$ cat src/include/trig_cfg.svh
// Trigger module configuration

`ifndef TRIG_CFG_SVH
`define TRIG_CFG_SVH

// number of address-match triggers, 2, 4 or 8.
`define TRIG_NUM 4

// tselect index width, log2 of the trigger count.
`define TRIG_SEL_W 2

// virtual address width seen by the comparators.
`define TRIG_VALEN 32

`endif
$ cat src/trig_pkg.sv
// Trigger module types
`default_nettype none

`include "trig_cfg.svh"

package trig_pkg;

    typedef logic [`TRIG_VALEN-1:0] trig_addr_t;

    typedef enum logic [1:0] {
        priv_user    = 2'b00,
        priv_machine = 2'b11
    } priv_e;

    typedef enum logic [1:0] {
        csr_tselect = 2'd0,
        csr_tdata1  = 2'd1,
        csr_tdata2  = 2'd2
    } csr_addr_e;

    typedef struct packed {
        logic        we;
        csr_addr_e   addr;
        logic [31:0] wdata;
    } csr_req_t;

    typedef enum logic [3:0] {
        type_none       = 4'd0,
        type_addr_match = 4'd2
    } trig_type_e;

    typedef enum logic [3:0] {
        match_eq   = 4'd0,
        match_mask = 4'd1,
        match_ge   = 4'd2,
        match_lt   = 4'd3
    } trig_match_e;

    typedef enum logic [5:0] {
        action_brk  = 6'd0,
        action_halt = 6'd1
    } trig_action_e;

    // tdata1 layout, bit 31 down to bit 0.
    typedef struct packed {
        trig_type_e   ttype;   // [31:28]
        logic         dmode;   // [27] debug-mode only.
        logic [10:0]  zero;    // [26:16] reads as zero.
        trig_action_e action;  // [15:10]
        logic         chain;   // [9]
        trig_match_e  match;   // [8:5]
        logic         m;       // [4]
        logic         u;       // [3]
        logic         execute; // [2]
        logic         store;   // [1]
        logic         load;    // [0]
    } trig_ctrl_t;

    typedef struct packed {
        trig_ctrl_t  ctrl;
        logic [31:0] tdata2;
    } trig_cfg_t;

    typedef struct packed {
        logic       load;
        logic       store;
        trig_addr_t addr;
    } ls_req_t;

    typedef struct packed {
        logic brk;
        logic halt;
    } trig_result_t;

endpackage

`default_nettype wire

$ cat src/trig_top.sv
// Debug trigger module top
`timescale 1ns/1ns
`default_nettype none

`include "trig_cfg.svh"

module trig_top
    import trig_pkg::*;
(
    input  wire logic       core_clk,
    input  wire logic       core_reset_n,
    input  wire csr_req_t   csr_req,
    output logic [31:0]     csr_rdata,
    input  wire logic       halt_mode,
    input  wire priv_e      priv,
    input  wire trig_addr_t exec_pc,
    input  wire ls_req_t    ls_req,
    output trig_result_t    exec_result,
    output trig_result_t    ls_result
);

    trig_cfg_t            trig_cfg [`TRIG_NUM];
    logic [`TRIG_NUM-1:0] exec_hit;
    logic [`TRIG_NUM-1:0] ls_hit;

    trig_csr_bank u_csr_bank (
        .core_clk     (core_clk),
        .core_reset_n (core_reset_n),
        .csr_req      (csr_req),
        .halt_mode    (halt_mode),
        .csr_rdata    (csr_rdata),
        .trig_cfg     (trig_cfg)
    );

    for (genvar i = 0; i < `TRIG_NUM; i++) begin : g_trig
        trig_unit u_trig_unit (
            .cfg      (trig_cfg[i]),
            .priv     (priv),
            .exec_pc  (exec_pc),
            .ls_req   (ls_req),
            .exec_hit (exec_hit[i]),
            .ls_hit   (ls_hit[i])
        );
    end

    trig_chain_resolve u_chain_resolve (
        .trig_cfg    (trig_cfg),
        .exec_hit    (exec_hit),
        .ls_hit      (ls_hit),
        .halt_mode   (halt_mode),
        .exec_result (exec_result),
        .ls_result   (ls_result)
    );

endmodule

`default_nettype wire

$ cat src/trig_chain_resolve.sv
// Trigger chain resolver
`timescale 1ns/1ns
`default_nettype none

`include "trig_cfg.svh"

module trig_chain_resolve
    import trig_pkg::*;
(
    input  wire trig_cfg_t          trig_cfg [`TRIG_NUM],
    input  wire logic [`TRIG_NUM-1:0] exec_hit,
    input  wire logic [`TRIG_NUM-1:0] ls_hit,
    input  wire logic               halt_mode,
    output trig_result_t            exec_result,
    output trig_result_t            ls_result
);

    logic [`TRIG_NUM-1:0] chain;
    logic [`TRIG_NUM-1:0] act_brk;
    logic [`TRIG_NUM-1:0] act_halt;
    logic [`TRIG_NUM-1:0] exec_chain_hit;
    logic [`TRIG_NUM-1:0] ls_chain_hit;
    logic [`TRIG_NUM-1:0] exec_fire;
    logic [`TRIG_NUM-1:0] ls_fire;
    logic                 exec_link;
    logic                 ls_link;

    always_comb begin
        for (int i = 0; i < `TRIG_NUM; i++) begin
            chain[i]    = trig_cfg[i].ctrl.chain;
            act_brk[i]  = (trig_cfg[i].ctrl.action == action_brk);
            act_halt[i] = (trig_cfg[i].ctrl.action == action_halt);
        end
    end

    // link carries whether the next trigger may count its own hit.
    always_comb begin
        exec_link = 1'b1; // trigger 0 has no predecessor.
        ls_link   = 1'b1;
        for (int i = 0; i < `TRIG_NUM; i++) begin
            exec_chain_hit[i] = exec_hit[i] & exec_link;
            ls_chain_hit[i]   = ls_hit[i] & ls_link;
            exec_link         = ~chain[i] | exec_chain_hit[i];
            ls_link           = ~chain[i] | ls_chain_hit[i];
        end
    end

    // only the last trigger of a chain fires.
    assign exec_fire = exec_chain_hit & ~chain;
    assign ls_fire   = ls_chain_hit & ~chain;

    assign exec_result.brk  = ~halt_mode & |(exec_fire & act_brk);
    assign exec_result.halt = ~halt_mode & |(exec_fire & act_halt);
    assign ls_result.brk    = ~halt_mode & |(ls_fire & act_brk);
    assign ls_result.halt   = ~halt_mode & |(ls_fire & act_halt);

endmodule

`default_nettype wire

$ cat src/trig_unit.sv
// Single address-match trigger
`timescale 1ns/1ns
`default_nettype none

module trig_unit
    import trig_pkg::*;
(
    input  wire trig_cfg_t  cfg,
    input  wire priv_e      priv,
    input  wire trig_addr_t exec_pc,
    input  wire ls_req_t    ls_req,
    output logic            exec_hit,
    output logic            ls_hit
);

    logic priv_ok;
    logic armed;
    logic exec_match;
    logic ls_match;
    logic ls_kind_ok;

    function automatic logic addr_hit(
        input trig_addr_t  addr,
        input trig_match_e mode,
        input logic [31:0] tdata2
    );
        trig_addr_t cmp;
        cmp = trig_addr_t'(tdata2);
        case (mode)
            match_eq:   addr_hit = (addr == cmp);
            // upper half of tdata2 selects which low address bits count.
            match_mask: addr_hit = ((addr[15:0] & tdata2[31:16]) == tdata2[15:0]);
            match_ge:   addr_hit = (addr >= cmp);
            match_lt:   addr_hit = (addr < cmp);
            default:    addr_hit = 1'b0;
        endcase
    endfunction

    always_comb begin
        case (priv)
            priv_machine: priv_ok = cfg.ctrl.m;
            priv_user:    priv_ok = cfg.ctrl.u;
            default:      priv_ok = 1'b0;
        endcase
    end

    assign armed = (cfg.ctrl.ttype == type_addr_match) & priv_ok;

    assign exec_match = addr_hit(exec_pc, cfg.ctrl.match, cfg.tdata2);
    assign ls_match   = addr_hit(ls_req.addr, cfg.ctrl.match, cfg.tdata2);

    assign ls_kind_ok = (cfg.ctrl.load & ls_req.load) | (cfg.ctrl.store & ls_req.store);

    assign exec_hit = armed & cfg.ctrl.execute & exec_match;
    assign ls_hit   = armed & ls_kind_ok & ls_match; // access kind must be enabled.

endmodule

`default_nettype wire

$ cat src/trig_csr_bank.sv
// Trigger CSR bank
`timescale 1ns/1ns
`default_nettype none

`include "trig_cfg.svh"

module trig_csr_bank
    import trig_pkg::*;
(
    input  wire logic      core_clk,
    input  wire logic      core_reset_n,
    input  wire csr_req_t  csr_req,
    input  wire logic      halt_mode,
    output logic [31:0]    csr_rdata,
    output trig_cfg_t      trig_cfg [`TRIG_NUM]
);

    logic [`TRIG_SEL_W-1:0] tselect;
    trig_ctrl_t             ctrl_q [`TRIG_NUM];
    logic [31:0]            tdata2_q [`TRIG_NUM];

    trig_ctrl_t sel_ctrl;
    logic       wr_allowed;
    trig_ctrl_t raw_ctrl;
    trig_ctrl_t wr_ctrl;

    assign sel_ctrl = ctrl_q[tselect];

    // a trigger owned by the debugger is locked outside halt mode.
    assign wr_allowed = halt_mode | ~sel_ctrl.dmode;

    assign raw_ctrl = trig_ctrl_t'(csr_req.wdata);

    always_comb begin
        wr_ctrl = raw_ctrl;
        wr_ctrl.zero = '0;
        if (!halt_mode) begin
            wr_ctrl.dmode = 1'b0; // only the debugger may claim a trigger.
        end
        if (raw_ctrl.ttype != type_addr_match) begin
            wr_ctrl.ttype = type_none; // unsupported types fall back to none.
        end
    end

    always_ff @(posedge core_clk or negedge core_reset_n) begin
        if (!core_reset_n) begin
            tselect <= '0;
            for (int i = 0; i < `TRIG_NUM; i++) begin
                ctrl_q[i]   <= '0;
                tdata2_q[i] <= '0;
            end
        end else if (csr_req.we) begin
            case (csr_req.addr)
                csr_tselect: begin
                    tselect <= csr_req.wdata[`TRIG_SEL_W-1:0];
                end
                csr_tdata1: begin
                    if (wr_allowed) begin
                        ctrl_q[tselect] <= wr_ctrl;
                    end
                end
                csr_tdata2: begin
                    if (wr_allowed) begin
                        tdata2_q[tselect] <= csr_req.wdata;
                    end
                end
                default: begin
                end
            endcase
        end
    end

    // combinational readback of the selected trigger.
    always_comb begin
        case (csr_req.addr)
            csr_tselect: csr_rdata = 32'(tselect);
            csr_tdata1:  csr_rdata = sel_ctrl;
            csr_tdata2:  csr_rdata = tdata2_q[tselect];
            default:     csr_rdata = '0;
        endcase
    end

    always_comb begin
        for (int i = 0; i < `TRIG_NUM; i++) begin
            trig_cfg[i].ctrl   = ctrl_q[i];
            trig_cfg[i].tdata2 = tdata2_q[i];
        end
    end

endmodule

`default_nettype wire

$ cat config.mk
export PLATFORM = sky130hd
export DESIGN_NAME = trig_top
export DESIGN_NICKNAME = d
export VERILOG_FILES = /design/src/trig_pkg.sv /design/src/trig_top.sv /design/src/trig_chain_resolve.sv /design/src/trig_unit.sv /design/src/trig_csr_bank.sv
export VERILOG_INCLUDE_DIRS = /design/src /design/src/include
export SDC_FILE = /design/constraint.sdc
export NUM_CORES = 1
export LEC_CHECK = 0
export BUFFER_PORTS_ARGS = -buffer_cell sky130_fd_sc_hd__buf_2
export CAP_MARGIN = 20
export CORE_ASPECT_RATIO = 0.8
export CORE_MARGIN = 2
export CORE_UTILIZATION = 55
export DETAILED_ROUTE_END_ITERATION = 8
export PLACE_DENSITY = 0.72
export SYNTH_ARGS = -nofsm -noshare
export SYNTH_HDL_FRONTEND = slang
export SYNTH_SLANG_ARGS = --single-unit
export TNS_END_PERCENT = 5
$ cat constraint.sdc
create_clock -name core_clk -period 8.03 [get_ports core_clk]
set_clock_uncertainty 0.05 [all_clocks]
set_input_delay 0.4015 -clock core_clk [delete_from_list [all_inputs] [get_ports core_clk]]
set_output_delay 0.4015 -clock core_clk [all_outputs]
set_load 0.01 [all_outputs]
# [Yosys cells after proc, flatten, opt, wreduce, memory -nomap -nowiden]
# Cells that the tools add are included.
[word_totals] word_cells=220 out_inout_bits=36 regBits=258 input_bits=106
[op_classes] n_mux=25 magnitude_cmp=18 n_bitwise=70 reduce_logical=18 n_eq_ne=40
[ops] cell="128-bit bitwise mux" n=2
[ops] cell="32-bit equality test" n=8
[ops] cell="32-bit >= comparator" n=8
[ops] cell="32-bit < comparator" n=8
[ops] cell="32-bit two-way mux" n=5
[ops] cell="16-bit AND" n=8
[ops] cell="32-bit binary-select mux with 2-bit select" n=2
[ops] cell="16-bit equality test" n=8
[ops] cell="32-bit case mux with 3 select lines" n=1
[ops] cell="32-bit demux with 2-bit select" n=1
[ops] cell="4-bit by 2-bit equality test with 1-bit output, second input constant" n=12
[ops] cell="1-bit AND" n=38
[ops] cell="1-bit case mux with 4 select lines" n=8
[ops] cell="4-bit AND" n=6
[ops] cell="6-bit by 1-bit equality test with 1-bit output, second input constant" n=4
[ops] cell="6-bit zero test" n=4
[ops] cell="4-bit by 1-bit equality test with 1-bit output, second input constant" n=4
[ops] cell="4-bit zero test" n=4
[ops] cell="4-bit OR reduction" n=4
[ops] cell="1-bit bitwise OR" n=11
[ops] cell="1-bit case mux with 2 select lines" n=4
[ops] cell="3-bit AND reduction" n=2
[ops] cell="1-bit NOT" n=5
[ops] cell="2-bit equality test, second input constant" n=2
[ops] cell="11 further kinds" n=12

# [Longest topological paths before layout]
[logic_depth] ltp_word=15 ltp_mapped=13 ltp_nobuf=13

# [By module]
# Synthesis repeated with hierarchy kept, for this count alone.
[hier_totals] cells_unflattened=1874 area_unflattened_um2=18988.2
[by_module_without_submodules] mod="trig_csr_bank" area_each_um2=10156.0 cells_per_inst=648 seq_area_each_um2=5355.1 instances=1
[by_module_without_submodules] mod="trig_unit at g_trig[1].u_trig_unit ..." area_each_um2=2108.3 cells_per_inst=294 seq_area_each_um2=0.0 instances=3
[by_module_without_submodules] mod="trig_unit at g_trig[0].u_trig_unit" area_each_um2=2110.8 cells_per_inst=294 seq_area_each_um2=0.0 instances=1
[by_module_without_submodules] mod="trig_chain_resolve" area_each_um2=396.6 cells_per_inst=50 seq_area_each_um2=0.0 instances=1

# [Least setup slack after synthesis]
# No wires, ideal clock.
[synth_path] path_type="register to output" from="register u_csr_bank.tdata2_q, in the netlist u_csr_bank.trig_cfg[142]" to="output ls_result[1] in the netlist's numbering" path_buffers=0 path_stages_with_launch=14 arrival_time_ns=3.006 required_time_ns=7.578 slack_ns=4.572 cell_sequence="dfrtp_1 > inv_1 > ha_1 > a21oi_1 > nand2_1 > a21o_1 > o41ai_1 > o211ai_1 > mux2_4 > a31oi_4 > nand3_1 > and3_1 > or4b_1 > a21oi_1"
[synth_rtl] element="start: declaration" line_no="trig_csr_bank.sv:20" rtl="logic [31:0] tdata2_q [`TRIG_NUM];"
[synth_rtl] element="start signal: indexed assignment" line_no="trig_csr_bank.sv:64" rtl="tdata2_q[tselect] <= csr_req.wdata;"
[synth_rtl] element="end: declaration" line_no="trig_top.sv:19" rtl="output trig_result_t ls_result"

==> reports/qor.log <==
[routing] detailed-route wire length per cell 29.7 um
[floorplan] height of the die 165 um
[clocking] post-CTS setup repair buffer count 0
[global_route] first-pass GRT wire length 112 mm
[run_status] status complete, no violations
[pwr] portion of total power attributed to the clock network 16.3%
[final_layout] filler instances 2,761
[sta] number of failing setup endpoints in the final timing report 0
[yosys] count of flip-flops with a built-in enable after synthesis 0
[sta] setup repair after global routing missed its margin no
[floorplan] Die X-Extent 205 um
[worst_setup_path] data arrival time of the worst path 4.61 ns
[yosys] primary flip-flop cell chosen by synthesis mapping dfrtp_1
[final_layout] post-route core utilization 62.6%
[clocking] clk sinks 214
[yosys] Mapped Nets 2,432
[routing] Vias 17,435
[final_layout] share of layout cells above drive strength 1 12.5%
[global_route] number of antenna violations at the first check in global routing 4
[floorplan] starting density of the core 56.4%
[yosys] Synth Cell Area 17,800 um^2
[pwr] Switching Share 49.4%
[floorplan] Core Footprint 31,600 um^2
[final_layout] count of nets after finishing 2,541
[final_layout] multi-input gate area in the final layout 11,700 um^2
[sta] number of hold-slack violations in the final timing report 0
[pwr] internal power 0.00381 W
[worst_setup_path] critical path peak fanout 4
[pwr] Peak supply drop 0.279 mV
[pwr] sum of internal, switching and leakage power 0.00753 W
[yosys] proportion of register bits with asynchronous set or reset after synthesis 100%
[clocking] clock insertion delay at the later pin of the skew report 0.55 ns
[worst_setup_path] gate family responsible for the most delay along the worst path simple AND/OR/NAND/NOR gates
[sta] Max Transition Viols Final 0
[clocking] maximum buffer depth of the clock tree 3
[yosys] Yosys Warn Count 0
[sta] max-slew headroom at the worst pin 23.6%
[sta] final hold slack 0.0698 ns
[routing] number of detailed-route iterations in the first pass 6
[clocking] total CTS buffers 24
[global_route] Tot GR Track Use 46.6%
[placed_design] placer congestion estimate 1.09
[clocking] clock transition at the register clock pins on the worst setup and hold paths after CTS 0.06 ns
[sta] Worst-Margin Slew 1.14 ns
[worst_setup_path] Critical Setup Path Class reg2out
[pwr] Comb pwr share 54.6%
[pwr] sequential power share 29.1%
[floorplan] Rows 58
[min_path] worst min-delay path endpoint u_csr_bank.trig_cfg[89]
[placed_design] I/O Buffers 141
[yosys] number of standard cells after synthesis 2,068
[worst_setup_path] setup slack, reg-to-reg 4.47 ns
[worst_setup_path] sequence of cells on the critical path inv_1 > ha_1 > nand4_1 > nor3_1 > a21boi_1 > o41ai_1 > o211ai_1 > mux2_4 > a31oi_4 > nand3_1 > and3_1 > or4b_1 > a21oi_1 > buf_2
[yosys] unique cell type count in the Yosys netlist 69
[worst_setup_path] slowest stage cell, crit path or4b_1
[worst_setup_path] sum of buffers and inverters on the critical path 2
[sta] sum of negative setup slack 0 ns
[yosys] post-synthesis sequential element count 214
[global_route] pin count of the biggest net entering global routing 96
[routing] Vias per Instance 6.67
[pwr] power density relative to cell area 380 nW/um^2
[pwr] leakage power summed over all cells 9.18 nW
[sta] f_max 197 MHz
[yosys] Post-Synthesis Mean Instance Area 8.62 um^2
[worst_setup_path] R2R depth 6
[clocking] Clk Tree Root Cell clkbuf_16
[pwr] Switching Power 0.00372 W
[routing] number of DRC markers after the initial detailed-route iteration 2,755
[clocking] CTS tree done
[floorplan] num ports 142
[global_route] vias in the first global route 16,483
[worst_setup_path] maximum cell stage delay along the critical path 0.50 ns
[sta] minimum clock period after layout 5.06 ns
[routing] number of routed nets with antenna violations 0
[placed_design] Final HPWL DP 61.0 mm
[min_path] WHS Path Cells 3
[worst_setup_path] reg-to-reg critical path startpoint u_csr_bank.tselect[0]
[worst_setup_path] FF-to-FF End u_csr_bank.trig_cfg[0]
[worst_setup_path] Worst EP required 7.58 ns
[final_layout] Sequential Area 5360 um^2
[final_layout] antenna cells 0
[min_path] type of the worst min-delay path in2reg
[worst_setup_path] crit path launch type register
[clocking] H-tree Lvls 1
[flow_run] max_cap viols 0
[routing] DRC Markers 0
[sta] post-route fraction of the period consumed by the critical path 63.1%
[floorplan] die footprint 33,900 um^2
[min_path] Hold Crit Start csr_req[25]
[yosys] sequential fraction of the synthesis area 30.0%
[routing] DRT Wirelength 77.6 mm
[final_layout] synthesis-to-layout area growth 11.2%
[global_route] remaining global-route overflow 0
[worst_setup_path] crit end category output pin
## cell families after synthesis
logic type	Yosys count	share of synthesized area, %
and+or+nand+nor	788	19.8
AOI/OAI and AO/OA	400	13.8
adders and majority gates	258	18.1
buffers and inverters	214	4.60
DFF	214	30.0
xor gates and xnor gates	131	6.43
muxes	63	7.27
## power groups by stage
stage / combinational, W / clock [W] / sequential, W
after detailed placement: 0.00388 / 0 / 0.00216
after floorplan: 0.00254 / 0 / 0.00187
after CTS: 0.00391 / 0.00123 / 0.00215
after global placement: 0.00381 / 0 / 0.00215
after global routing: 0.00439 / 0.00126 / 0.00223
final: 0.00411 / 0.00123 / 0.00219
## worst max-delay path by stage
stage / cells past startpoint / endpoint / slack, ns / from
2_1_floorplan: 13 / ls_result[1] / 4.57 / u_csr_bank.trig_cfg[142]
3_3_place_gp: 14 / ls_result[1] / 3.50 / ls_req[15]
3_5_place_dp: 14 / ls_result[1] / 3.61 / ls_req[15]
4_1_cts: 14 / exec_result[1] / 3.05 / u_csr_bank.trig_cfg[150]
5_1_grt: 14 / exec_result[1] / 2.84 / u_csr_bank.trig_cfg[146]
6_report: 14 / ls_result[1] / 2.97 / u_csr_bank.trig_cfg[139]
## metrics by stage
stage,worst slack (ns),cell area [um^2],cells
after floorplan,4.57,17800,2068
after global placement,3.50,18900,2567
after detailed placement,3.61,18900,2569
after CTS,3.05,19800,2612
after global routing,2.84,19800,2613
final,2.97,19800,2613
## layer usage
metal	up-vias	global-route usage [%]	share of wire (%)	wire, um
met2	1231	64.2	40	30700
met5	-	4.61	0.39	305
met3	190	21.0	16	12400
met1	8463	64.4	40	31100
li1	7539	-	-	-
met4	12	15.2	4.0	3120
## cell usage after synthesis, types with 5 or more instances
master,count,area (um^2)
nand2_1,511,1920
ha_1,258,3230
dfrtp_1,214,5360
o21ai_0,172,861
inv_1,140,526
xnor2_1,128,1120
a21oi_1,92,460
nand4_1,65,407
clkbuf_1,52,195
mux4_2,52,1170
nor2_1,43,161
nand3_1,34,170
nor4_1,33,206
and2_1,25,156
a21o_1,24,180
nor3_1,23,115
a22o_1,22,193
nor2b_1,16,100
clkbuf_2,14,70.1
o21a_1,9,67.6
a211oi_1,8,60.1
a31oi_1,8,50.1
buf_1,8,30.0
mux2_2,8,90.1
o211ai_1,8,60.1
a221oi_1,6,52.6
a22oi_1,5,37.5
nand2b_1,5,31.3
nand4b_1,5,43.8
o32ai_1,5,43.8
## timing repair
| action | CTS | global route |
|---|---|---|
| hold endpoints to repair | 93 | 0 |
| gates resized for setup | 0 | 0 |
| hold buffers | 1 | 0 |
## cells in the final DEF, fill, tap and decap left out, types with 24 or more instances in the layout
| cell type | count |
|---|---|
| mux4_2 | 52 |
| o21ai_0 | 172 |
| inv_1 | 140 |
| dfrtp_1 | 212 |
| and2_1 | 25 |
| nand3_1 | 34 |
| ha_1 | 258 |
| clkbuf_16 | 25 |
| a21oi_1 | 92 |
| xnor2_1 | 128 |
| buf_2 | 141 |
| nor2_1 | 38 |
| a21o_1 | 24 |
| nand4_1 | 65 |
| nand2_1 | 511 |
| nor4_1 | 33 |
## tightest hold or removal path, cell delays in order
cell     delay [ns]
buf_2          0.11
nand2_1        0.05
o21ai_0        0.06
## layout make-up
type | instances | area share [%]
clock buffer | 34 | 3.53
clock inverter | 8 | 0.764
inverter | 140 | 2.65
multi-input combinational | 1640 | 59.0
sequential | 214 | 27.0
tap | 420 | 2.65
timing repair buffer | 157 | 4.36
## state kept, by name (all words and copies together) (netlist names)
register and flops:
u_csr_bank.trig_cfg 212, u_csr_bank.tselect 2
Note: power is estimated with default switching activity, not from simulation.
